$ cat config.mk
export PLATFORM = sky130hd
export DESIGN_NAME = mem_subsys_top
export DESIGN_NICKNAME = d
export VERILOG_FILES = /design/src/mem_pkg.sv /design/src/ctrl_req_if.sv /design/src/host_cmd_if.sv /design/src/req_intake.sv /design/src/mem_ctrl.sv /design/src/host_port.sv /design/src/mem_subsys_top.sv
export VERILOG_INCLUDE_DIRS = /design/src
export SDC_FILE = /design/constraint.sdc
export NUM_CORES = 1
export LEC_CHECK = 0
export BUFFER_PORTS_ARGS = -buffer_cell sky130_fd_sc_hd__buf_2
export CAP_MARGIN = 0
export CORE_ASPECT_RATIO = 1.1
export CORE_MARGIN = 2
export CORE_UTILIZATION = 57
export CTS_CLUSTER_DIAMETER = 150
export DETAILED_ROUTE_END_ITERATION = 10
export PLACE_DENSITY_LB_ADDON = 0.08
export REMOVE_ABC_BUFFERS = 1
export SYNTH_ARGS = -nofsm -noshare
export SYNTH_HDL_FRONTEND = slang
export SYNTH_HIERARCHICAL = 1
export SYNTH_SLANG_ARGS = --single-unit
$ cat constraint.sdc
create_clock -name clk -period 13.95 [get_ports clk]
set_input_delay 0.6975 -clock clk [delete_from_list [all_inputs] [get_ports clk]]
set_output_delay 0.6975 -clock clk [all_outputs]
set_load 0.03 [all_outputs]
$ cat src/mem_settings.svh
/*
 * Width settings shared by the line-fill controller and its testbench.
 * Include in any file that sizes a line, a host beat or an address.
 */
`ifndef MEM_SETTINGS_SVH
`define MEM_SETTINGS_SVH

// Full cache line
`define MEM_LINE_BITS 64

// Host data bus carries half a line per beat
`define MEM_BEAT_BITS 32

// Raw, offset and host addresses
`define MEM_ADDR_BITS 32

// Beats per line and width of the beat counter
`define MEM_BEATS 2
`define MEM_BEAT_IDX_BITS 1

`endif

$ cat src/mem_pkg.sv
/*
 * Opcode and sequencer state types for the line-fill controller.
 * Imported by the RTL blocks and by the testbench.
 */
package mem_pkg;

	// Encoding as driven by the cache miss handler
	typedef enum logic [1:0] {
		OP_IDLE  = 2'b00,
		OP_READ  = 2'b01,
		OP_WRITE = 2'b11
	} mem_op_e;

	// Sequencer states
	typedef enum logic [1:0] {
		ST_STARTUP = 2'b00,
		ST_READY   = 2'b01,
		ST_HOSTOP  = 2'b10,
		ST_FILL    = 2'b11
	} ctrl_state_e;

endpackage

$ cat src/ctrl_req_if.sv
/*
 * Latched cache request from the intake to the sequencer, plus the
 * completion pulse and read line going back.
 */
`include "mem_settings.svh"

interface ctrl_req_if import mem_pkg::*; ();

	// One-cycle launch of a host transfer
	logic start;
	mem_op_e op;
	logic [`MEM_ADDR_BITS-1:0] raw_addr;
	logic [`MEM_LINE_BITS-1:0] wline;

	// Pulses with the last beat
	logic done;
	logic [`MEM_LINE_BITS-1:0] rline;

	modport intake (
		output start, op, raw_addr, wline,
		input  done, rline
	);

	modport ctrl (
		input  start, op, raw_addr, wline,
		output done, rline
	);

endinterface

$ cat src/host_cmd_if.sv
/*
 * Command path between the sequencer and the host port.
 * Go and beat controls run down, grant and the assembled read line come back.
 */
`include "mem_settings.svh"

interface host_cmd_if ();

	// Held through the host phase
	logic rgo;
	logic wgo;

	// One per fill cycle, lower half first
	logic beat_en;
	logic [`MEM_BEAT_IDX_BITS-1:0] beat_idx;

	// Uncorrected address and line to write
	logic [`MEM_ADDR_BITS-1:0] addr;
	logic [`MEM_LINE_BITS-1:0] wline;

	// Host accepted the command
	logic grant;
	logic [`MEM_LINE_BITS-1:0] rline;

	modport ctrl (
		output rgo, wgo, beat_en, beat_idx, addr, wline,
		input  grant, rline
	);

	modport port (
		input  rgo, wgo, beat_en, beat_idx, addr, wline,
		output grant, rline
	);

endinterface

$ cat src/req_intake.sv
/*
 * Four-phase req/ack endpoint toward the cache miss handler.
 * Latches one command, launches it on the sequencer and holds ack until req drops.
 */
`include "mem_settings.svh"

module req_intake import mem_pkg::*; (
	input  logic clk,
	input  logic rst_n,
	input  logic ready,
	input  logic req,
	input  mem_op_e op,
	input  logic [`MEM_ADDR_BITS-1:0] raw_address,
	input  logic [`MEM_LINE_BITS-1:0] wdata,
	output logic ack,
	output logic [`MEM_LINE_BITS-1:0] rdata,
	ctrl_req_if.intake creq
);

	typedef enum logic [1:0] {
		IN_IDLE,
		IN_BUSY,
		IN_ACK
	} intake_state_e;

	intake_state_e state;
	logic start_q;
	mem_op_e op_q;
	logic [`MEM_ADDR_BITS-1:0] addr_q;
	logic [`MEM_LINE_BITS-1:0] wline_q;
	logic accept;
	logic host_op;

	// New request only once the controller is up and the last ack is gone
	assign accept = (state == IN_IDLE) && ready && req && !ack;
	// Anything other than read or write never reaches the host
	assign host_op = (op == OP_READ) || (op == OP_WRITE);

	always_ff @(posedge clk or negedge rst_n) begin
		if (!rst_n) begin
			state <= IN_IDLE;
			start_q <= 1'b0;
			op_q <= OP_IDLE;
			ack <= 1'b0;
		end else begin
			start_q <= 1'b0;
			case (state)
				IN_IDLE: begin
					if (accept) begin
						op_q <= op;
						if (host_op) begin
							start_q <= 1'b1;
							state <= IN_BUSY;
						end else begin
							// Idle opcode, ack straight away
							ack <= 1'b1;
							state <= IN_ACK;
						end
					end
				end
				IN_BUSY: begin
					if (creq.done) begin
						ack <= 1'b1;
						state <= IN_ACK;
					end
				end
				IN_ACK: begin
					// Cache may hold req as long as it likes
					if (!req) begin
						ack <= 1'b0;
						state <= IN_IDLE;
					end
				end
				default: state <= IN_IDLE;
			endcase
		end
	end

	// Command and result payload
	always_ff @(posedge clk) begin
		if (accept) begin
			addr_q <= raw_address;
			wline_q <= wdata;
		end
		if (state == IN_BUSY && creq.done)
			rdata <= creq.rline;
	end

	assign creq.start = start_q;
	assign creq.op = op_q;
	assign creq.raw_addr = addr_q;
	assign creq.wline = wline_q;

endmodule

$ cat src/mem_ctrl.sv
/*
 * Transfer sequencer of the line-fill controller.
 * Waits for host init, runs one host command per request and steps
 * through the half-line beats, flagging completion on the last one.
 */
`include "mem_settings.svh"

module mem_ctrl import mem_pkg::*; (
	input  logic clk,
	input  logic rst_n,
	input  logic host_init,
	output logic ready,
	output logic tx_done,
	output logic rd_valid,
	ctrl_req_if.ctrl creq,
	host_cmd_if.ctrl hcmd
);

	localparam int unsigned BEAT_W = `MEM_BEAT_IDX_BITS;
	localparam logic [BEAT_W-1:0] LAST_BEAT = BEAT_W'(`MEM_BEATS - 1);

	ctrl_state_e state;
	logic [BEAT_W-1:0] beat_cnt;
	logic is_read;
	logic is_write;
	logic last_beat;

	// Op is held steady by the intake for the whole transfer
	assign is_read = (creq.op == OP_READ);
	assign is_write = (creq.op == OP_WRITE);
	assign last_beat = (beat_cnt == LAST_BEAT);

	always_ff @(posedge clk or negedge rst_n) begin
		if (!rst_n) begin
			state <= ST_STARTUP;
			beat_cnt <= '0;
		end else begin
			case (state)
				ST_STARTUP: begin
					// Nothing is serviced before the host is up
					if (host_init)
						state <= ST_READY;
				end
				ST_READY: begin
					if (creq.start && (is_read || is_write))
						state <= ST_HOSTOP;
				end
				ST_HOSTOP: begin
					// Host phase lasts as long as the host needs
					if (hcmd.grant) begin
						beat_cnt <= '0;
						state <= ST_FILL;
					end
				end
				ST_FILL: begin
					if (last_beat) begin
						beat_cnt <= '0;
						state <= ST_READY;
					end else begin
						beat_cnt <= beat_cnt + 1'b1;
					end
				end
				default: state <= ST_STARTUP;
			endcase
		end
	end

	always_comb begin
		// Defaults
		ready = 1'b1;
		tx_done = 1'b0;
		rd_valid = 1'b0;
		hcmd.rgo = 1'b0;
		hcmd.wgo = 1'b0;
		hcmd.beat_en = 1'b0;

		case (state)
			ST_STARTUP: begin
				ready = 1'b0;
			end
			ST_READY: begin
			end
			ST_HOSTOP: begin
				// Go stays up until the port grants
				hcmd.rgo = is_read;
				hcmd.wgo = is_write;
			end
			ST_FILL: begin
				hcmd.beat_en = 1'b1;
				rd_valid = is_read;
				// Completion rides on the final beat
				tx_done = last_beat;
			end
			default: begin
				ready = 1'b0;
			end
		endcase
	end

	assign hcmd.beat_idx = beat_cnt;

	// Address correction and beat split happen in the host port
	assign hcmd.addr = creq.raw_addr;
	assign hcmd.wline = creq.wline;

	// Completion and read line back to the intake
	assign creq.done = tx_done;
	assign creq.rline = hcmd.rline;

endmodule

$ cat src/host_port.sv
/*
 * Host DMA side of the line-fill controller.
 * Adds the address offset, grants reads at once and writes after one
 * settling bubble, and moves the line as two half-line beats.
 */
`include "mem_settings.svh"

module host_port (
	input  logic clk,
	input  logic rst_n,
	input  logic [`MEM_ADDR_BITS-1:0] address_offset,
	input  logic host_rd_ready,
	input  logic host_wr_ready,
	input  logic [`MEM_BEAT_BITS-1:0] host_data_bus_read_in,
	output logic [`MEM_ADDR_BITS-1:0] host_address,
	output logic host_rgo,
	output logic host_wgo,
	output logic host_re,
	output logic host_we,
	output logic [`MEM_BEAT_BITS-1:0] host_data_bus_write_out,
	host_cmd_if.port hcmd
);

	localparam int unsigned BB = `MEM_BEAT_BITS;

	logic bubble_q;
	logic wr_dir_q;
	logic [`MEM_LINE_BITS-1:0] line_q;

	// Static offset, wraps at the address width
	assign host_address = hcmd.addr + address_offset;

	assign host_rgo = hcmd.rgo;
	assign host_wgo = hcmd.wgo;

	// Direction remembered from the go phase, beats carry no op
	assign host_re = hcmd.beat_en && !wr_dir_q;
	assign host_we = hcmd.beat_en && wr_dir_q;

	// Reads are granted on ready, writes one bubble later
	assign hcmd.grant = (hcmd.rgo && host_rd_ready) || (hcmd.wgo && bubble_q);

	always_ff @(posedge clk or negedge rst_n) begin
		if (!rst_n) begin
			bubble_q <= 1'b0;
			wr_dir_q <= 1'b0;
		end else begin
			// Extra cycle lets the DMA side settle the address
			if (bubble_q)
				bubble_q <= 1'b0;
			else if (hcmd.wgo && host_wr_ready)
				bubble_q <= 1'b1;

			if (hcmd.wgo)
				wr_dir_q <= 1'b1;
			else if (hcmd.rgo)
				wr_dir_q <= 1'b0;
		end
	end

	// Write half picked by beat index
	assign host_data_bus_write_out = hcmd.wline[hcmd.beat_idx*BB +: BB];

	// Read beats land in their half of the line
	always_ff @(posedge clk) begin
		if (host_re)
			line_q[hcmd.beat_idx*BB +: BB] <= host_data_bus_read_in;
	end

	// Current beat bypasses the register so the line is whole at done
	always_comb begin
		hcmd.rline = line_q;
		if (host_re)
			hcmd.rline[hcmd.beat_idx*BB +: BB] = host_data_bus_read_in;
	end

endmodule

$ cat src/mem_subsys_top.sv
/*
 * Top level of the line-fill memory controller.
 * Cache, configuration and host DMA signals enter as plain ports.
 */
`include "mem_settings.svh"

module mem_subsys_top import mem_pkg::*; (
	input  logic clk,
	input  logic rst_n,
	// Cache side
	input  logic req,
	input  mem_op_e op,
	input  logic [`MEM_ADDR_BITS-1:0] raw_address,
	input  logic [`MEM_LINE_BITS-1:0] wdata,
	output logic ack,
	output logic [`MEM_LINE_BITS-1:0] rdata,
	// Configuration
	input  logic host_init,
	input  logic [`MEM_ADDR_BITS-1:0] address_offset,
	// Host DMA port
	input  logic host_rd_ready,
	input  logic host_wr_ready,
	input  logic [`MEM_BEAT_BITS-1:0] host_data_bus_read_in,
	output logic host_rgo,
	output logic host_wgo,
	output logic host_re,
	output logic host_we,
	output logic [`MEM_ADDR_BITS-1:0] host_address,
	output logic [`MEM_BEAT_BITS-1:0] host_data_bus_write_out,
	// Status
	output logic ready,
	output logic tx_done,
	output logic rd_valid
);

	ctrl_req_if creq ();
	host_cmd_if hcmd ();

	req_intake u_intake (
		.clk(clk),
		.rst_n(rst_n),
		.ready(ready),
		.req(req),
		.op(op),
		.raw_address(raw_address),
		.wdata(wdata),
		.ack(ack),
		.rdata(rdata),
		.creq(creq.intake)
	);

	mem_ctrl u_ctrl (
		.clk(clk),
		.rst_n(rst_n),
		.host_init(host_init),
		.ready(ready),
		.tx_done(tx_done),
		.rd_valid(rd_valid),
		.creq(creq.ctrl),
		.hcmd(hcmd.ctrl)
	);

	host_port u_port (
		.clk(clk),
		.rst_n(rst_n),
		.address_offset(address_offset),
		.host_rd_ready(host_rd_ready),
		.host_wr_ready(host_wr_ready),
		.host_data_bus_read_in(host_data_bus_read_in),
		.host_address(host_address),
		.host_rgo(host_rgo),
		.host_wgo(host_wgo),
		.host_re(host_re),
		.host_we(host_we),
		.host_data_bus_write_out(host_data_bus_write_out),
		.hcmd(hcmd.port)
	);

endmodule

==> impl_metrics.json, run 1 <==
{
  "outcome": "completed",
  "end_kind": "output pin",
  "grt_overflow": 0,
  "root_buffer": "clkbuf_16",
  "yosys_most_used_dff": "edfxtp_1",
  "tns_ns": 0,
  "rr_worst_depth": 4,
  "crit_slowest_cell": "fa_1",
  "die_w_um": 135.5,
  "grt_pass1_vias": 6614,
  "synth-edff-count": 160,
  "synthTopCellsByArea": "edfxtp_1 44%, dfxtp_1 12%, buf_4 11%, mux2_2 7.2%, ha_1 4.0%",
  "cts_setup_buffers": 0,
  "fmax_mhz": 255.8,
  "vias_per_cell": 5.233,
  "leakagePower_nw": 5.135,
  "htreeDepth": 1,
  "area_growth_pct": 12.91,
  "synth_largest_area_cell": "edfxtp_1",
  "post_drt_wl_per_cell_um": 18.19,
  "grt_pass1_wl_um": 33680,
  "clk_latency_ns": 0.51,
  "nets": 1149,
  "final_cell_mix": "303 x buf_2, 160 x edfxtp_1, 69 x mux2_2",
  "layout-drive-gt1-share_pct": 44.44,
  "dpl.hpwl_um": 16300,
  "ir_worst_vdd_uv": 142.4,
  "finalNonFillerCells": 1213,
  "required_ns": 13.25,
  "crit_path_max_fanout": 4,
  "period_share_pct": 28.02,
  "drc_errors": 0,
  "antenna_found_initial": 6,
  "cts_resized": 0,
  "fin_crit_ns": 3.909,
  "clock-sinks": 235,
  "port_buffers": 303,
  "synth.distinct_cells": 69,
  "critical_path.max_stage_delay_ns": 0.42,
  "seq_area_frac_synth_pct": 58.71,
  "firstDrtPassIters": 6,
  "detail-route-antenna-nets": 0,
  "io_pins": 304,
  "slew_viol_final": 0,
  "grt_use_total_pct": 21.27,
  "cts_buffer_depth": 3,
  "final_common_cell": "buf_2",
  "dieArea_um2": 20130,
  "initialDrtViolationCount": 314,
  "powerDensity_nw_per_um2": 224.0,
  "critPathLaunch": "u_intake/creq.raw_addr[0]",
  "die_y_um": 148.6,
  "synth_area_um2": 10830,
  "finalHoldViolCount": 0,
  "drv_cap": 0,
  "setup_viol": 0,
  "crit_chain": "ha_1, fa_1, a21o_1, a31o_1, nand2_1, o221ai_1, a311oi_1, o21bai_1, xor2_1, buf_2",
  "syn_avg_cell_area_um2": 13.63,
  "vias": 6348,
  "syn_inst": 795,
  "fillers": 1405,
  "coreArea_um2": 18540,
  "num_rows": 52,
  "hold_path.class": "in2async",
  "cts_tree": "yes",
  "yosysTopAreaCellShare_pct": 44.35,
  "met2_usage_pct": 38.02,
  "path_class": "reg2out",
  "arrival_ns": 3.21,
  "grt_max_degree": 83,
  "ctsHoldBuffers": 0,
  "worstReg2RegStart": "u_ctrl/state[0]",
  "path_clk_slew_ns": 0.06,
  "wirelength_um": 22060,
  "skew_ns": 0.007909,
  "ys_ff_latch": 235,
  "synth-async-reset-ratio_pct": 4.681,
  "tightestPinTransition_ns": 1.054,
  "grt-busiest-layer": "met2",
  "ys.warnings.count": 6,
  "rsz0062_at_grt": "false",
  "grt_util_met1_pct": 24.04,
  "numCtsBuffers": 24,
  "use_met3_pct": 7.362,
  "initial_core_util_pct": 58.43,
  "dp_cells": 1162,
  "startpoint_type": "register",
  "place.gp.congestion": 0.8706,
  "slew_headroom_pct": 29.56
}
-- metal layers --
metal	vias to the layer above	wire (µm)
met5	-	13
met4	2	422
met2	236	11240
li1	3047	-
met1	3028	8218
met3	35	2174
-- flip-flops by register name (all words and copies together), names as in the netlist --
register / count
u_ctrl/hcmd.beat_idx: 1
u_ctrl/state: 2
u_intake/ack: 1
u_intake/creq.op: 2
u_intake/creq.raw_addr: 32
u_intake/creq.start: 1
u_intake/creq.wline: 64
u_intake/rdata: 64
u_intake/state: 2
u_port/bubble_q: 1
u_port/line_q: 64
u_port/wr_dir_q: 1
-- metrics by stage --
stage | hold slack, ns | worst slack [ns] | utilization [%] | instance area [µm²] | total power (W)
3_5_place_dp | 0.4187 | 10.15 | 61.44 | 11390 | 0.002105
6_report | 0.04319 | 10.04 | 65.97 | 12230 | 0.002740
4_1_cts | 0.02930 | 10.03 | 65.88 | 12220 | 0.002770
2_1_floorplan | 0.4015 | 9.217 | - | 9527 | 0.001818
5_1_grt | 0.04375 | 9.853 | 65.93 | 12230 | 0.002883
3_3_place_gp | 0.4158 | 10.18 | 61.44 | 11390 | 0.002061
-- path summary, 6_finish.rpt --
path | end | slack [ns]
hold reg to reg | u_port/bubble_q | 0.44
max in group asynchronous | u_ctrl/state[1] | 13.70
min in group clk | u_intake/creq.raw_addr[25] | 0.35
setup / recovery | host_address[26] | 10.04
setup reg to reg | u_intake/rdata[24] | 11.36
hold / removal | u_intake/creq.op[1] | 0.04
-- power breakdown --
| group | switching [W] | leakage, nW | internal, W |
|---|---|---|---|
| combinational | 0.000639 | 2.60 | 0.000373 |
| clock | 0.000260 | 0.391 | 0.000398 |
| sequential | 0.0000578 | 2.14 | 0.00101 |
| total | 0.000957 | 5.13 | 0.00178 |
-- logic make-up after synthesis --
group	Yosys count	share of synthesized area [%]
AOI/OAI and AO/OA	108	7.357
xor gates and xnor gates	29	2.344
adders and majority gates	36	4.227
buffers and inverters	195	12.45
DFF	235	58.71
muxes	101	10.47
and+or+nand+nor	91	4.435
-- worst max-delay path: cells and delay by family, from the launching register on --
kind                       cells  cell delay, ns
AOI/OAI and AO/OA              5            1.16
adders and majority gates      2            0.66
DFF                            1            0.37
buffers and inverters          1            0.23
xor gates and xnor gates       1            0.18
and+or+nand+nor                1            0.09
-- cells in the mapped netlist (7+ instances only) --
master / count
edfxtp_1: 160
mux2_1: 30
clkbuf_1: 11
a21o_1: 20
dfrtp_1: 11
ha_1: 35
dfxtp_1: 64
a21oi_1: 32
inv_1: 10
nand4_1: 7
nand2_1: 24
mux2_2: 69
nand3_1: 10
nor2_1: 17
buf_4: 163
o21ai_1: 11
xnor2_1: 13
xor2_1: 16
-- final cells by class --
cell class / instances / area, µm² / share of cell area (%)
Tap cell: 243 / 304.0 / 2.485
Sequential cell: 235 / 6361 / 52.00
Clock inverter: 15 / 193.9 / 1.585
Inverter: 11 / 41.29 / 0.3375
Timing Repair Buffer: 308 / 1554 / 12.70
Clock buffer: 29 / 629.4 / 5.145
Multi-Input combinational cell: 365 / 3132 / 25.60
Antenna cell: 7 / 17.52 / 0.1432
Power figures use the tool's default switching activity.
==> run 2: changes to the inputs <==
Settings changed: CORE_UTILIZATION 57 to 53.
Clock period 13.95 ns to 4.1 ns, I/O delays scaled along.
==> impl_metrics.json, run 2 (synthesis gave the netlist of run 1 again) <==
{
  "die_y_um": 154.0,
  "clk_latency_ns": 0.52,
  "use_met3_pct": 7.069,
  "numCtsBuffers": 24,
  "port_buffers": 303,
  "fmax_mhz": 296.4,
  "grt_pass1_wl_um": 37890,
  "leakagePower_nw": 5.717,
  "detail-route-antenna-nets": 0,
  "grt_use_total_pct": 21.99,
  "worstReg2RegStart": "u_ctrl/state[0]",
  "die_w_um": 140.3,
  "dp_cells": 1169,
  "path_class": "reg2out",
  "coreArea_um2": 19930,
  "cts_buffer_depth": 3,
  "cts_tree": "yes",
  "startpoint_type": "register",
  "firstDrtPassIters": 6,
  "min_from": "req",
  "slew_headroom_pct": 30.68,
  "grt_max_degree": 94,
  "rsz0062_at_grt": "false",
  "final_common_cell": "buf_2",
  "grt_overflow": 0,
  "fillers": 1447,
  "skew_ns": 0.007868,
  "post_drt_wl_per_cell_um": 18.18,
  "initial_core_util_pct": 54.36,
  "holdPathEnd": "u_intake/state[1]",
  "area_growth_pct": 25.38,
  "hold_path.class": "in2reg",
  "place.gp.congestion": 0.8793,
  "io_pins": 304,
  "layout-drive-gt1-share_pct": 39.71,
  "ir_worst_vdd_uv": 504.3,
  "path_clk_slew_ns": 0.06,
  "clock-sinks": 235,
  "period_share_pct": 82.28,
  "grt-busiest-layer": "met2",
  "r2r_slack_ns": 1.53,
  "fin_crit_ns": 3.374,
  "cts_resized": 0,
  "drv_cap": 0,
  "finalHoldViolCount": 0,
  "grt_pass1_vias": 7570,
  "grt_util_met1_pct": 23.35,
  "num_rows": 54,
  "met2_usage_pct": 40.43,
  "whs_path_depth": 4,
  "required_ns": 3.89,
  "wirelength_um": 24470,
  "arrival_ns": 3.17,
  "vias": 7001,
  "timing.final.ws_setup_ns": 0.7264,
  "finalNonFillerCells": 1346,
  "antenna_found_initial": 1,
  "rr_worst_depth": 4,
  "outcome": "completed",
  "dieArea_um2": 21600,
  "dp_slack_ns": 1.284,
  "final_cell_mix": "303 x buf_2, 160 x edfxtp_1, 132 x dlygate4sd3_1",
  "slew_viol_final": 0,
  "initialDrtViolationCount": 351,
  "nets": 1279,
  "reg2reg_to": "u_intake/rdata[18]",
  "end_kind": "output pin",
  "setup_viol": 0,
  "powerDensity_nw_per_um2": 701.2,
  "root_buffer": "clkbuf_16",
  "drc_errors": 0,
  "htreeDepth": 1,
  "vias_per_cell": 5.201,
  "dpl.hpwl_um": 16440,
  "tightestPinTransition_ns": 1.038,
  "final_core_util_pct": 68.15,
  "critPathLaunch": "u_intake/creq.raw_addr[10]",
  "crit_path_max_fanout": 5
}
[run 2: changes by cell type in the layout (fill, tap and decap cells not counted), moves of 3 or more]
cell           before  now
clkinv_2            1    9
diode_2             7    1
dlygate4sd3_1       0  132
buf_4               5    1
clkinvlp_4          3    0
clkinv_1            4    0
clkbuf_1            4    1
[run 2: power breakdown]
part           internal (W)  switching (W)
Combinational       0.00136        0.00215
Clock               0.00137       0.000929
Sequential          0.00344       0.000282
[run 2: per-stage QoR]
stage          instance area [µm²]  power (W)  hold slack, ns  setup TNS, ns
2_1_floorplan                 9527   0.006186        -0.09059         -50.48
3_3_place_gp                 11410   0.007007         0.08654              0
3_5_place_dp                 11410   0.007168         0.09296              0
4_1_cts                      13580   0.009591         0.06226              0
5_1_grt                      13580   0.009988         0.08662              0
6_report                     13580   0.009525         0.08341              0
[run 2: repair_timing]
item,4_1_cts,5_1_grt
hold endpoints to repair,196,0
buffers inserted,0,0
hold buffers,132,0
[run 2: metal layers]
metal	share of wire [%]	vias up
li1	-	3294
met1	36	3364
met2	52	277
met3	8.9	66
met4	3.7	0
met5	0	-
[run 2: how the worst max path moves through the flow]
| stage | endpoint | slack (ns) | depth (start not counted) |
|---|---|---|---|
| after global placement | host_address[26] | 1.31 | 10 |
| after detailed placement | host_address[26] | 1.28 | 10 |
| after global routing | host_address[18] | 0.51 | 9 |
| after CTS | host_address[26] | 0.72 | 10 |
| final | host_address[18] | 0.73 | 9 |
| after floorplan | u_intake/creq.op[0] | -0.63 | 6 |
[run 2: layout make-up]
type | count | area (µm²) | share of cell area, %
clock buffers | 28 | 668.1 | 4.918
clock inverters | 16 | 177.7 | 1.308
repair buffers | 438 | 2885 | 21.24
flip-flops and latches | 235 | 6362 | 46.84
inverters | 11 | 41.29 | 0.3040
diodes | 1 | 2.502 | 0.01842
well taps | 252 | 315.3 | 2.321
multi-input cells | 365 | 3132 | 23.05
[run 2: worst max-delay path, stage by stage, from the launching register on]
cell	delay, ns
edfxtp_1	0.38
ha_1	0.39
nand2_1	0.10
o32ai_1	0.29
a21oi_1	0.16
a21oi_1	0.33
nand3_1	0.17
a311oi_1	0.34
xor2_1	0.25
buf_2	0.24
==> run 3: changes to the inputs <==
Settings changed: ABC_AREA from default to 1.
Clock period 4.1 ns to 3.5 ns, I/O delays scaled along.
==> impl_metrics.json, run 3 <==
{
  "end_kind": "output pin",
  "clock-sinks": 235,
  "drc_errors": 0,
  "p_clk_share_pct": 24.6,
  "numCtsBuffers": 24,
  "firstDrtPassIters": 5,
  "period_share_pct": 77.10,
  "path_clk_slew_ns": 0.06,
  "nets": 1735,
  "crit_family": "simple AND/OR/NAND/NOR gates",
  "dieArea_um2": 22850,
  "htreeDepth": 1,
  "p_int_w": 0.006525,
  "startpoint_type": "register",
  "cts_buffer_depth": 3,
  "initial_core_util_pct": 53.88,
  "required_ns": 3.32,
  "finalHoldViolCount": 0,
  "synth_largest_area_cell": "edfxtp_1",
  "yosysMostFrequentCell": "nand2_1",
  "seq_area_frac_synth_pct": 55.42,
  "ir_worst_vdd_uv": 582.2,
  "switching_share_pct": 36.81,
  "crit_path_max_fanout": 4,
  "detail-route-antenna-nets": 0,
  "tightestPinTransition_ns": 1.074,
  "arrival_ns": 2.52,
  "hold_path.class": "in2reg",
  "grt_pass1_vias": 8329,
  "outcome": "completed",
  "die_y_um": 158.3,
  "final_cell_mix": "405 x nand2_1, 303 x buf_2, 163 x inv_1",
  "clk_latency_ns": 0.52,
  "slew_viol_final": 0,
  "die_w_um": 144.3,
  "fin_crit_ns": 2.698,
  "ys_ff_latch": 235,
  "pwr-share-comb_pct": 35.7,
  "finalPower_w": 0.01033,
  "synth.distinct_cells": 32,
  "regArea_um2": 6361,
  "yosysTopAreaCellShare_pct": 41.86,
  "layout-drive-gt1-share_pct": 24.40,
  "root_buffer": "clkbuf_16",
  "grt_overflow": 0,
  "pwr-share-seq_pct": 39.7,
  "syn_inst": 1247,
  "vias": 8466,
  "rsz0062_at_grt": "false",
  "coreArea_um2": 21300,
  "wirelength_um": 25840,
  "port_buffers": 303,
  "yosys_most_used_dff": "edfxtp_1",
  "dpl.hpwl_um": 18370,
  "grt_pass1_wl_um": 39480,
  "final_common_cell": "nand2_1",
  "multi_input_area_um2": 3197,
  "skew_ns": 0.01555,
  "num_rows": 56,
  "synth-edff-count": 160,
  "place.gp.congestion": 0.8303,
  "area_growth_pct": 24.29,
  "crit_slowest_cell": "fa_1",
  "synthTopCellsByArea": "edfxtp_1 42%, nand2_1 13%, dfxtp_1 11%, buf_4 11%, inv_1 5.3%",
  "cts_resized": 0,
  "crit_chain": "ha_1, fa_1, nand3_1, nand3_2, nand2_1, nand2_2, nand2_1, nand2_2, nand2_1, nand3_1, nand2_1, buf_2",
  "ys.warnings.count": 6,
  "critical_path.max_stage_delay_ns": 0.45,
  "synth_common_cells": "406 x nand2_1, 163 x buf_4, 163 x inv_1, 160 x edfxtp_1, 64 x dfxtp_1",
  "slew_headroom_pct": 28.15,
  "cpMostUsedCell": "nand2_1",
  "initialDrtViolationCount": 433,
  "path_buf_inv": 1,
  "syn_avg_cell_area_um2": 9.204,
  "whs_ns": 0.002430,
  "leakagePower_nw": 7.038,
  "fmax_mhz": 370.6,
  "powerDensity_nw_per_um2": 723.9,
  "antenna_found_initial": 5,
  "synth_area_um2": 11480,
  "path_class": "reg2out",
  "vias_per_cell": 4.591,
  "post_drt_wl_per_cell_um": 14.01,
  "cts_tree": "yes",
  "drv_cap": 0,
  "fillers": 1817,
  "grt_use_total_pct": 21.88,
  "synth-async-reset-ratio_pct": 4.681,
  "grt_max_degree": 65,
  "switchingPower_w": 0.003801,
  "setup_viol": 0,
  "io_pins": 304
}
==> run 3: cell families (layout without fill, tap and decap cells) <==
logic type	Yosys count	count (layout)	synth area share, %
and+or+nand+nor	513	513	18.12
other	0	5	0
adders and majority gates	36	36	3.990
xor gates and xnor gates	16	16	1.221
AOI/OAI and AO/OA	98	98	4.459
buffers and inverters	349	651	16.79
DFF	235	235	55.42
==> run 3: timing repair <==
item	in CTS	in global routing
setup buffers	0	0
hold buffers	131	0
endpoints found under the hold margin	172	0
==> run 3: metrics by stage <==
| stage | cell area [µm²] | cells | utilization (%) | TNS, ns | worst slack, ns |
|---|---|---|---|---|---|
| 6_report | 14260 | 1844 | 66.97 | 0 | 0.8015 |
| 5_1_grt | 14260 | 1844 | 66.97 | 0 | 0.6334 |
| 4_1_cts | 14250 | 1839 | 66.91 | 0 | 0.7666 |
| 3_5_place_dp | 12140 | 1664 | 56.98 | 0 | 1.205 |
| 3_3_place_gp | 12140 | 1664 | 56.98 | 0 | 1.330 |
| 2_1_floorplan | 10180 | 1065 | - | -173.36 | -2.709 |
==> run 3: path summary, 6_finish.rpt <==
kind                                      startpoint              endpoint  slack (ns)  cells past startpoint
max                        u_intake/creq.raw_addr[0]      host_address[28]        0.80                     12
min reg2reg                          u_port/bubble_q       u_port/bubble_q        0.43                      1
max reg2reg                          u_ctrl/state[0]    u_intake/rdata[22]        1.23                      5
min in group asynchronous                      rst_n  u_ctrl/hcmd.beat_idx        0.11                      2
min                        host_data_bus_read_in[19]     u_port/line_q[19]       0.002                      3
max in group asynchronous                      rst_n       u_ctrl/state[1]        3.18                      2
==> run 3: area by class of cell <==
cell class / count / share of cell area [%]
Antenna cell: 5 / 0.08771
Clock buffer: 36 / 5.333
Clock inverter: 8 / 0.3070
Inverter: 167 / 4.412
Multi-Input combinational cell: 663 / 22.41
Sequential cell: 235 / 44.59
Tap cell: 290 / 2.544
Timing Repair Buffer: 440 / 20.31
==> run 3: power groups by stage <==
stage          Sequential (W)  Clock [W]  Combinational, W
3_3_place_gp          0.00414          0           0.00351
6_report              0.00410    0.00254           0.00369
3_5_place_dp          0.00415          0           0.00359
4_1_cts               0.00410    0.00261           0.00371
2_1_floorplan         0.00420          0           0.00245
5_1_grt               0.00416    0.00269           0.00413
==> run 3: worst register-to-register path, cell delays in order (launching register included) <==
cell and delay [ns]:
dfrtp_1 0.38, ha_1 0.29, inv_1 0.08, nor2_2 0.15
nand2_2 0.61, o21ai_0 0.53
==> run 3: layer usage <==
| layer | vias to the layer above | GRT usage [%] | wire length [µm] |
|---|---|---|---|
| li1 | 4355 | - | - |
| met1 | 3776 | 24.56 | 9865 |
| met2 | 272 | 38.66 | 12690 |
| met3 | 63 | 7.398 | 2379 |
| met4 | 0 | 7.952 | 901 |
| met5 | - | 0 | 0 |
